**config.mk**
```make
export PLATFORM = sky130hd
export DESIGN_NAME = level_display
export DESIGN_NICKNAME = d
export VERILOG_FILES = /design/src/design/plot_pkg.sv /design/src/design/sprite_pkg.sv /design/src/design/sprite_scanner.sv /design/src/design/glyph_rom.sv /design/src/design/plot_writer.sv /design/src/design/level_display.sv
export SDC_FILE = /design/constraint.sdc
export NUM_CORES = 1
export LEC_CHECK = 0
export BUFFER_PORTS_ARGS = -buffer_cell sky130_fd_sc_hd__buf_4
export CAP_MARGIN = 20
export CORE_AREA = 2 2 59 88
export DETAILED_ROUTE_END_ITERATION = 6
export DIE_AREA = 0 0 61 90
export PLACE_DENSITY = 0.67
export SYNTH_ARGS = -nofsm -noshare
export SYNTH_HDL_FRONTEND = slang
export SYNTH_HIERARCHICAL = 1
export SYNTH_SLANG_ARGS = --single-unit
```
**constraint.sdc**
```tcl
create_clock -name CLOCK_50 -period 2.2 [get_ports CLOCK_50]
set_input_delay 0.44 -clock CLOCK_50 [delete_from_list [all_inputs] [get_ports CLOCK_50]]
set_output_delay 0.44 -clock CLOCK_50 [all_outputs]
set_load 0.005 [all_outputs]
```
**src/design/level_glyph.mem**
```
// label glyph colours, row-major, one glyph row per line (rows 0 to 9)
// columns are x 0 to 37 of the row, one 3-bit colour per hex word
6 6 0 0 0 0 0 0 3 3 3 3 3 3 0 0 5 5 0 0 5 5 0 0 3 3 3 3 3 3 0 0 6 6 0 0 0 0
6 6 0 0 0 0 0 0 3 3 3 3 3 3 0 0 5 5 0 0 5 5 0 0 3 3 3 3 3 3 0 0 6 6 0 0 0 0
6 6 0 0 0 0 0 0 3 3 0 0 0 0 0 0 5 5 0 0 5 5 0 0 3 3 0 0 0 0 0 0 6 6 0 0 0 0
6 6 0 0 0 0 0 0 3 3 0 0 0 0 0 0 5 5 0 0 5 5 0 0 3 3 0 0 0 0 0 0 6 6 0 0 0 0
6 6 0 0 0 0 0 0 3 3 3 3 3 0 0 0 5 5 0 0 5 5 0 0 3 3 3 3 3 0 0 0 6 6 0 0 0 0
6 6 0 0 0 0 0 0 3 3 3 3 3 0 0 0 5 5 0 0 5 5 0 0 3 3 3 3 3 0 0 0 6 6 0 0 0 0
6 6 0 0 0 0 0 0 3 3 0 0 0 0 0 0 0 5 5 5 5 0 0 0 3 3 0 0 0 0 0 0 6 6 0 0 0 0
6 6 0 0 0 0 0 0 3 3 0 0 0 0 0 0 0 5 5 5 5 0 0 0 3 3 0 0 0 0 0 0 6 6 0 0 0 0
6 6 6 6 6 6 0 0 3 3 3 3 3 3 0 0 0 0 5 5 0 0 0 0 3 3 3 3 3 3 0 0 6 6 6 6 6 6
6 6 6 6 6 6 0 0 3 3 3 3 3 3 0 0 0 0 5 5 0 0 0 0 3 3 3 3 3 3 0 0 6 6 6 6 6 6

```
**src/design/digit_glyphs.mem**
```
// digit glyph colours, one digit per line, digits 0 to 9 in order
// each line holds glyph rows 0 to 9 of six columns each, row-major, one colour per word
1 1 1 1 1 1 1 1 0 0 1 1 1 1 0 0 1 1 1 1 0 0 1 1 1 1 0 0 1 1 1 1 0 0 1 1 1 1 0 0 1 1 1 1 0 0 1 1 1 1 0 0 1 1 1 1 1 1 1 1
0 0 0 0 2 2 0 0 0 0 2 2 0 0 0 0 2 2 0 0 0 0 2 2 0 0 0 0 2 2 0 0 0 0 2 2 0 0 0 0 2 2 0 0 0 0 2 2 0 0 0 0 2 2 0 0 0 0 2 2
3 3 3 3 3 3 0 0 0 0 3 3 0 0 0 0 3 3 0 0 0 0 3 3 0 0 0 0 3 3 3 3 3 3 3 3 3 3 0 0 0 0 3 3 0 0 0 0 3 3 0 0 0 0 3 3 3 3 3 3
4 4 4 4 4 4 0 0 0 0 4 4 0 0 0 0 4 4 0 0 0 0 4 4 0 0 0 0 4 4 4 4 4 4 4 4 0 0 0 0 4 4 0 0 0 0 4 4 0 0 0 0 4 4 4 4 4 4 4 4
5 5 0 0 5 5 5 5 0 0 5 5 5 5 0 0 5 5 5 5 0 0 5 5 5 5 0 0 5 5 5 5 5 5 5 5 0 0 0 0 5 5 0 0 0 0 5 5 0 0 0 0 5 5 0 0 0 0 5 5
6 6 6 6 6 6 6 6 0 0 0 0 6 6 0 0 0 0 6 6 0 0 0 0 6 6 0 0 0 0 6 6 6 6 6 6 0 0 0 0 6 6 0 0 0 0 6 6 0 0 0 0 6 6 6 6 6 6 6 6
7 7 7 7 7 7 7 7 0 0 0 0 7 7 0 0 0 0 7 7 0 0 0 0 7 7 0 0 0 0 7 7 7 7 7 7 7 7 0 0 7 7 7 7 0 0 7 7 7 7 0 0 7 7 7 7 7 7 7 7
1 1 1 1 1 1 0 0 0 0 1 1 0 0 0 0 1 1 0 0 0 0 1 1 0 0 0 0 1 1 0 0 0 0 1 1 0 0 0 0 1 1 0 0 0 0 1 1 0 0 0 0 1 1 0 0 0 0 1 1
2 2 2 2 2 2 2 2 0 0 2 2 2 2 0 0 2 2 2 2 0 0 2 2 2 2 0 0 2 2 2 2 2 2 2 2 2 2 0 0 2 2 2 2 0 0 2 2 2 2 0 0 2 2 2 2 2 2 2 2
3 3 3 3 3 3 3 3 0 0 3 3 3 3 0 0 3 3 3 3 0 0 3 3 3 3 0 0 3 3 3 3 3 3 3 3 0 0 0 0 3 3 0 0 0 0 3 3 0 0 0 0 3 3 3 3 3 3 3 3

```
**src/design/plot_pkg.sv**
```systemverilog
`default_nettype none

package plot_pkg;

	// 160x120 frame buffer coordinates
	typedef logic [7:0] screen_x_t; // column 0..159
	typedef logic [6:0] screen_y_t; // row 0..119

	// one bit each of red, green and blue
	typedef logic [2:0] colour_t;

	// one write into the frame buffer
	// 8 + 7 + 3 = 18 bits
	typedef struct packed {
		screen_x_t x;
		screen_y_t y;
		colour_t   colour;
	} plot_pixel_t;

endpackage

`default_nettype wire

```
**src/design/sprite_pkg.sv**
```systemverilog
`default_nettype none

package sprite_pkg;

	// glyph sizes in pixels
	localparam int DIGIT_W = 6;
	localparam int DIGIT_H = 10;
	localparam int LEVEL_W = 38;
	localparam int LEVEL_H = 10;

	// one colour word per glyph pixel
	localparam int DIGIT_WORDS = DIGIT_W * DIGIT_H; // 60
	localparam int LEVEL_WORDS = LEVEL_W * LEVEL_H; // 380

	typedef logic [3:0] digit_t;      // values above 9 draw blank
	typedef logic [5:0] glyph_col_t;  // sized for the label
	typedef logic [3:0] glyph_row_t;
	typedef logic [8:0] glyph_addr_t; // word within one glyph

	// which object an item belongs to
	typedef enum logic [1:0] {
		OBJ_NONE  = 2'd0, // bubble
		OBJ_DIGIT = 2'd1,
		OBJ_LABEL = 2'd2
	} obj_kind_t;

	// one pixel request from the scanner
	// 2 + 6 + 4 + 9 = 21 bits
	typedef struct packed {
		obj_kind_t   kind;
		glyph_col_t  col;
		glyph_row_t  row;
		glyph_addr_t addr;
	} scan_item_t;

endpackage

`default_nettype wire

```
**src/design/sprite_scanner.sv**
```systemverilog
`default_nettype none

module sprite_scanner
(
	input  logic                   CLOCK_50,
	input  logic                   reset,
	output sprite_pkg::scan_item_t scan
);
	import sprite_pkg::*;

	obj_kind_t   obj;
	obj_kind_t   obj_next;
	glyph_col_t  col;
	glyph_col_t  col_next;
	glyph_row_t  row;
	glyph_row_t  row_next;
	glyph_addr_t addr;
	glyph_addr_t addr_next;

	glyph_col_t  last_col;
	glyph_row_t  last_row;
	glyph_addr_t last_addr;
	logic        end_of_row;
	logic        end_of_glyph;

	// limits of the glyph being walked
	// idle has all limits at zero so its single item wraps everything
	always_comb
	begin
		case (obj)
			OBJ_DIGIT:
			begin
				last_col  = glyph_col_t'(DIGIT_W - 1);
				last_row  = glyph_row_t'(DIGIT_H - 1);
				last_addr = glyph_addr_t'(DIGIT_WORDS - 1);
			end
			OBJ_LABEL:
			begin
				last_col  = glyph_col_t'(LEVEL_W - 1);
				last_row  = glyph_row_t'(LEVEL_H - 1);
				last_addr = glyph_addr_t'(LEVEL_WORDS - 1);
			end
			default:
			begin
				last_col  = '0;
				last_row  = '0;
				last_addr = '0;
			end
		endcase
	end

	assign end_of_row   = (col == last_col);
	assign end_of_glyph = end_of_row && (row == last_row);

	// column counts fastest
	always_comb
	begin
		col_next  = col + 1'b1;
		row_next  = row;
		addr_next = addr + 1'b1;

		if (end_of_row)
		begin
			col_next = '0;
			row_next = row + 1'b1;
			if (row == last_row)
				row_next = '0;
		end

		if (addr == last_addr)
			addr_next = '0; // last word of the glyph
	end

	// idle, then digit, then label, then idle again
	always_comb
	begin
		case (obj)
			OBJ_NONE:
				obj_next = OBJ_DIGIT; // one idle cycle only
			OBJ_DIGIT:
			begin
				if (end_of_glyph)
					obj_next = OBJ_LABEL;
				else
					obj_next = OBJ_DIGIT;
			end
			OBJ_LABEL:
			begin
				if (end_of_glyph)
					obj_next = OBJ_NONE;
				else
					obj_next = OBJ_LABEL;
			end
			default:
				obj_next = OBJ_NONE;
		endcase
	end

	always_ff @(posedge CLOCK_50)
	begin
		if (!reset)
		begin
			obj  <= OBJ_NONE;
			col  <= '0;
			row  <= '0;
			addr <= '0;
		end
		else
		begin
			obj  <= obj_next;
			col  <= col_next;
			row  <= row_next;
			addr <= addr_next;
		end
	end

	// item goes out in the same cycle as the state that names it
	always_comb
	begin
		scan.kind = obj;
		scan.col  = col;
		scan.row  = row;
		scan.addr = addr;
	end

endmodule

`default_nettype wire

```
**src/design/glyph_rom.sv**
```systemverilog
`default_nettype none

module glyph_rom
(
	input  logic                   CLOCK_50,
	input  logic                   reset,
	input  sprite_pkg::digit_t     level,
	input  sprite_pkg::scan_item_t scan,
	output sprite_pkg::scan_item_t scan_q,
	output plot_pkg::colour_t      pixel_colour
);
	import sprite_pkg::*;
	import plot_pkg::*;

	localparam int    DIGIT_COUNT     = 10;
	localparam int    DIGIT_MEM_WORDS = DIGIT_COUNT * DIGIT_WORDS; // 600
	localparam int    DIGIT_INDEX_W   = $clog2(DIGIT_MEM_WORDS);
	localparam string LEVEL_FILE      = "/design/src/design/level_glyph.mem";
	localparam string DIGIT_FILE      = "/design/src/design/digit_glyphs.mem";

	colour_t level_mem [LEVEL_WORDS];
	colour_t digit_mem [DIGIT_MEM_WORDS]; // digit n starts at word n*60

	digit_t                   digit_q;
	logic                     digit_ok;
	logic [DIGIT_INDEX_W-1:0] digit_index;

	colour_t level_word;
	colour_t digit_word;
	logic    digit_blank;

	initial
	begin
		$readmemh(LEVEL_FILE, level_mem);
		$readmemh(DIGIT_FILE, digit_mem);
	end

	// digit is taken on the idle item, so it holds for a whole frame
	always_ff @(posedge CLOCK_50)
	begin
		if (!reset)
			digit_q <= 4'hf; // invalid until first frame
		else if (scan.kind == OBJ_NONE)
			digit_q <= level;
	end

	assign digit_ok = (digit_q < DIGIT_COUNT);

	// stay inside the digit memory for label items and bad digits
	always_comb
	begin
		digit_index = '0;
		if (digit_ok && (scan.kind == OBJ_DIGIT))
			digit_index = DIGIT_INDEX_W'(digit_q * DIGIT_WORDS + scan.addr);
	end

	// synchronous reads
	always_ff @(posedge CLOCK_50)
	begin
		level_word  <= level_mem[scan.addr];
		digit_word  <= digit_mem[digit_index];
		digit_blank <= !digit_ok;
	end

	// item travels alongside its read word
	always_ff @(posedge CLOCK_50)
	begin
		if (!reset)
			scan_q <= '0; // kind none
		else
			scan_q <= scan;
	end

	always_comb
	begin
		case (scan_q.kind)
			OBJ_DIGIT:
			begin
				if (digit_blank)
					pixel_colour = '0;
				else
					pixel_colour = digit_word;
			end
			OBJ_LABEL:
				pixel_colour = level_word;
			default:
				pixel_colour = '0;
		endcase
	end

endmodule

`default_nettype wire

```
**src/design/plot_writer.sv**
```systemverilog
`default_nettype none

module plot_writer
#(
	parameter plot_pkg::screen_x_t LEVEL_X0 = 8'd57,
	parameter plot_pkg::screen_x_t DIGIT_X0 = 8'd97,
	parameter plot_pkg::screen_y_t TOP_Y    = 7'd20
)
(
	input  logic                   CLOCK_50,
	input  logic                   reset,
	input  sprite_pkg::scan_item_t scan_q,
	input  plot_pkg::colour_t      pixel_colour,
	output logic                   plot,
	output plot_pkg::plot_pixel_t  pixel
);
	import sprite_pkg::*;
	import plot_pkg::*;

	screen_x_t   x_origin;
	logic        item_valid;
	plot_pixel_t pixel_next;

	// both glyphs share one top row
	always_comb
	begin
		case (scan_q.kind)
			OBJ_DIGIT: x_origin = DIGIT_X0;
			default:   x_origin = LEVEL_X0;
		endcase
	end

	assign item_valid = (scan_q.kind != OBJ_NONE);

	always_comb
	begin
		pixel_next = '0; // bubbles give an all-zero pixel
		if (item_valid)
		begin
			pixel_next.x      = x_origin + screen_x_t'(scan_q.col);
			pixel_next.y      = TOP_Y + screen_y_t'(scan_q.row);
			pixel_next.colour = pixel_colour;
		end
	end

	always_ff @(posedge CLOCK_50)
	begin
		if (!reset)
		begin
			plot  <= 1'b0;
			pixel <= '0;
		end
		else
		begin
			plot  <= item_valid;
			pixel <= pixel_next;
		end
	end

endmodule

`default_nettype wire

```
**src/design/level_display.sv**
```systemverilog
`default_nettype none

module level_display
#(
	parameter plot_pkg::screen_x_t LEVEL_X0 = 8'd57,
	parameter plot_pkg::screen_x_t DIGIT_X0 = 8'd97, // right of the label
	parameter plot_pkg::screen_y_t TOP_Y    = 7'd20
)
(
	input  logic                  CLOCK_50,
	input  logic                  reset,
	input  sprite_pkg::digit_t    level,
	output logic                  plot,
	output plot_pkg::plot_pixel_t pixel
);
	import sprite_pkg::*;
	import plot_pkg::*;

	scan_item_t scan;         // scanner to memories
	scan_item_t scan_q;       // one cycle later
	colour_t    pixel_colour;

	sprite_scanner scanner0
	(
		.CLOCK_50 (CLOCK_50),
		.reset    (reset),
		.scan     (scan)
	);

	glyph_rom rom0
	(
		.CLOCK_50     (CLOCK_50),
		.reset        (reset),
		.level        (level),
		.scan         (scan),
		.scan_q       (scan_q),
		.pixel_colour (pixel_colour)
	);

	plot_writer
	#(
		.LEVEL_X0 (LEVEL_X0),
		.DIGIT_X0 (DIGIT_X0),
		.TOP_Y    (TOP_Y)
	)
	writer0
	(
		.CLOCK_50     (CLOCK_50),
		.reset        (reset),
		.scan_q       (scan_q),
		.pixel_colour (pixel_colour),
		.plot         (plot),
		.pixel        (pixel)
	);

endmodule

`default_nettype wire

```
### After elaboration in Yosys (flattened, before gate mapping)

Cells that the tools add are included.

* memory bits (writable): 0
* bits in latches: 0
* ROM bits: 0
* input port bits: 6
* output and inout bits: 19
* word-level logic and storage cells: 42
* memories: 0
* register bits: 54

* multipliers: 0
* reductions and logical operators: 7
* bitwise logic cells: 1
* div/mod/pow operators: 0
* equality and inequality tests: 6
* order comparisons: 1
* shifts and indexed selects: 0
* mux-type cells: 9
* add/sub/neg operators: 4

Operators by type and width (count)
* 6-bit case mux with 2 select lines: 1
* 7-bit by 6-bit adder with 8-bit output: 1
* 4-bit two-way mux: 2
* 7-bit two-way mux: 1
* 5-bit by 4-bit adder with 6-bit output (first input constant): 1
* 6-bit by 1-bit adder with 6-bit output (second input constant): 1
* 6-bit equality test: 1
* 2-bit case mux with 3 select lines: 1
* 3-bit case mux with 2 select lines: 1
* 4-bit by 1-bit adder with 4-bit output (second input constant): 1
* 2-bit by 1-bit equality test with 1-bit output (second input constant): 2
* 2-bit equality test (second input constant): 2
* 4-bit equality test: 1
* 4-bit less-than comparator (second input constant): 1
* 2-bit two-way mux: 2
* 2-bit OR reduction: 2
* 3-bit two-way mux: 1
* 2-bit zero test: 1
* 2-bit AND reduction: 1
* 2-bit nonzero test: 1
* 1-bit logical AND: 1
* 1-bit zero test: 1
* 1-bit NOT: 1

### Longest topological paths before layout

* depth in word-level cells: 7
* depth in mapped cells: 7
* depth with buffers taken out: 6

### By module

The synthesis kept the hierarchy.

By module, submodules not included
* sprite_scanner: cells each 110, times used 1, seq. area each 420.4 µm², area each 998.5 µm²
* plot_writer: cells each 59, times used 1, seq. area each 360.3 µm², area each 671.9 µm²
* glyph_rom: cells each 48, times used 1, seq. area each 420.4 µm², area each 619.3 µm²

### Worst setup path after synthesis

OpenSTA, ideal clock, no wires.

* kind: reg2reg
* from: register scanner0.obj[0]
* to: register, netlist name scanner0/addr[2]
* buffers on the path: 0
* required time: 2065 ps
* arrival time: 1569 ps
* setup time: 135 ps
* clock period less this slack: 1704 ps
* path slack: 496 ps
* cell stages (with the launch flop): 7
* cell sequence: dfxtp_1 inv_1 ha_1 nor4_1 a22oi_1 o41ai_4 nor2_1

RTL lines
* from (decl): RTL line sprite_scanner.sv:11 `obj_kind_t obj;`
* from (signal assigned): RTL line sprite_scanner.sv:110 `obj <= obj_next;`

### Final worst setup path

* from: register scanner0.obj[0]
* to: register scanner0.row[2]

* cells in the longest elaborated chain, start to end: 5
* elaborated cells on any way between the ends: 8
* those cells by class: eq/ne: 4; mux: 3; reduce/logical: 1

Ends and longest elaborated chain
* 2-bit equality test / 2-bit by 1-bit equality test with 1-bit output (equally long branches)
* 2-bit OR reduction (no source line)
* 4-bit two-way mux: RTL line sprite_scanner.sv:30 `case (obj)`
* 4-bit equality test: RTL line sprite_scanner.sv:66 `if (row == last_row)`
* 4-bit two-way mux: RTL line sprite_scanner.sv:66
* to (signal assigned): RTL line sprite_scanner.sv:112 `row <= row_next;`
* to (decl): RTL line sprite_scanner.sv:15 `glyph_row_t row;`

Several ways; a longest one is shown, not always the timed one.
A chain may end at the register's enable or synchronous reset.

==> results <==
- The number of antenna diodes in the final layout is 0.
- After clock tree synthesis, the repair step resized 0 gates.
- The number of instances in the synthesized netlist is 155.
- The net count of the finished layout is 191.
- The clock network latency to the later pin of the worst-skew pair is 280 ps.
- In the final layout, the share of cells above drive strength 1 is between 20% and 30%.
- The fraction of the core area covered by cells at the end of the flow is 39.5%.
- Counting every sink on the clock net gives 42.
- The area growth from synthesis to layout is 15.6%.
- The number of top-level pins is 25.
- The most repeated library cell on the critical path is sky130_fd_sc_hd__o211ai_1.
- The total half-perimeter wirelength after legalization and detailed placement is 1640 um.
- The signal on the critical path passes through inv_1, ha_1, and3_1, o211ai_1, buf_4, o211ai_1, o41ai_1.
- VDD sags by at most 0.000266 V.
- The via count of the first global-routing pass was around 950.
- At the end of routability-driven placement, the weighted congestion stood at 0.779.
- Measured against its own limit, the worst slew margin works out to 64.5%.
- A synthesized cell averages 10.5 sq um.
- Derived from the worst setup path, the maximum achievable clock frequency is 507 MHz.
- The maximum buffer depth of the clock tree is 2.
- The worst setup path is launched from a flip-flop.
- The first global-routing pass estimated 3910 um of wire.
- After global routing the overflow that remains totals 0.
- The slowest library cell on the worst path is sky130_fd_sc_hd__o211ai_1.
- The tightest min-delay check is of the reg -> reg type.
- Of the available clock period, the critical path in the final layout requires 89.6%.
- The clock tree skew after final layout is 3.26 ps.
- The number of antenna violations at the first check in global routing was 0.
- The category of the critical setup timing path is reg -> reg.
- The number of buffers inserted during clock tree synthesis is 5.
- The global-route usage over all layers is under 10%.
- For the worst setup path, the data arrival time is roughly 2200 ps.
- Once the floorplan was initialized, standard cells occupied 34.2% of the core.
- The largest fanout of any net on the critical path is 7.
- The die area is 5490 sq um.
- The largest incremental delay on the critical path is 460 ps.
- Setup violations remaining at the end of the flow were counted as 0.
- The via count is about 1100.
- The H-tree was split into 2 levels.
- After clock tree synthesis, the setup repair step added 0 buffers.
- The run finished with clean final reports.
- The count of buffers from port buffering is 19.
- The worst register-to-register path has a depth of 7.
- Entering global routing, the biggest net connects 26 pins.
- The analysis attributes to cell leakage a power of 0.828 nW.
- The number of endpoints with negative hold slack in the final report was 0.
- The minimum clock period after layout is about 2000 ps.
- In the routed design, unresolved DRC markers number 0.
- Setup repair after global routing left no endpoint under its margin.
- The total count of max-transition violations in the final report is 0.
- The floorplan row count is 31.
- The number of vias per cell after detailed routing is 4.46.
- For this run, the detailed router's first-pass iteration total came to 4.
- The wire length per cell after detailed routing is around 9.5 um.
- The floorplan step set the die width to ~60 um.
- The cell at the root of the clock tree is sky130_fd_sc_hd__clkbuf_8.
- Dividing total power by cell area gives a power density of 997 nW/um^2.
- The detail route stage leaves a number of antenna-violating nets equal to 0.
- The TritonCTS clock tree is yes.
- The count of max-cap constraint violations is 0.
- During synthesis, Yosys emitted a total of 6 warnings.
- In the final timing run, aggregate negative setup slack is 0 ps.
- Measured along the y axis, the die boundary spans around 90 um.
- The violation count after the first detailed-route iteration is 21.
- The core region is 4770 sq um.
- The required arrival time at the worst endpoint is 2380 ps.
- Along the worst hold path, the cell count comes to 1.
- After clock tree synthesis, the clock-pin slew on the worst setup and hold paths is 70 ps.
- The number of hold-repair buffers added at the cts stage is 0.
- The sum of routed wire length over all layers is 2310 um.
- At the pin with the least slew margin, the transition time is ~530 ps.
- The worst setup path is captured at a flip-flop.
- The synthesized netlist occupies a cell area of ~1600 sq um.
registers in the layout (all words and copies together) (netlist names):
signal and cells:
scanner0/col 6, writer0/plot 1, scanner0/row 4, scanner0/obj 2, writer0/pixel 17, rom0/scan_q 12
layout by cell type (no fill, tap or decap), drive strengths merged, types with 3 or more instances in the layout:
cell type,count
nand2,5
and2,20
nor3,4
xor2,4
inv,7
ha,10
o21ai,4
dfxtp,42
conb,4
nor2,12
o211ai,3
buf,20
xnor2,4
a211oi,3
and3,5
clkbuf,7
nand3,9
cell type report:
type                    count  area, sq um
clock inverters             1         5.00
inverters                   7         26.3
repair buffers             20          150
well taps                  66         82.6
flip-flops and latches     42          841
fillers                   486         2880
clock buffers               7         86.3
multi-input cells          99          696
report_power, final:
group | internal (W) | total (W) | switching [W]
Clock | 0.000253 | 0.000494 | 0.000241
Combinational | 0.000198 | 0.000468 | 0.000269
Sequential | 0.000853 | 0.000920 | 0.0000663
Total | 0.00130 | 0.00188 | 0.000577
worst paths after layout:
kind	start	endpoint	slack, ps
max	scanner0/obj[0]	scanner0/row[2]	230
min	rom0/scan_q[11]	writer0/pixel[5]	430
max reg2reg	scanner0/obj[0]	scanner0/row[2]	230
min reg2reg	rom0/scan_q[11]	writer0/pixel[5]	430
per-stage QoR:
stage	setup WS, ps	hold slack, ps	instance area, sq um	power, W	cells
6_report	228	429	1890	0.00188	242
5_1_grt	12.9	447	1890	0.00201	242
4_1_cts	205	435	1890	0.00191	242
3_5_place_dp	220	419	1800	0.00141	234
3_3_place_gp	287	416	1800	0.00140	234
2_1_floorplan	574	399	1640	0.00127	157
critical path: cells and delay by family, from the launching register on:
| family | cells | cell delay (ps) |
|---|---|---|
| flops | 1 | 390 |
| simple gates | 1 | 200 |
| buf+inv | 2 | 330 |
| compound gates | 3 | 620 |
| fa+ha+maj | 1 | 340 |
metal layers:
layer,wire (um),global-route usage [%]
met4,89,7.43
met1,917,9.51
met3,70,1.73
met2,1230,15.8
met5,0,0
No activity file was read; power rests on OpenSTA's default activity.
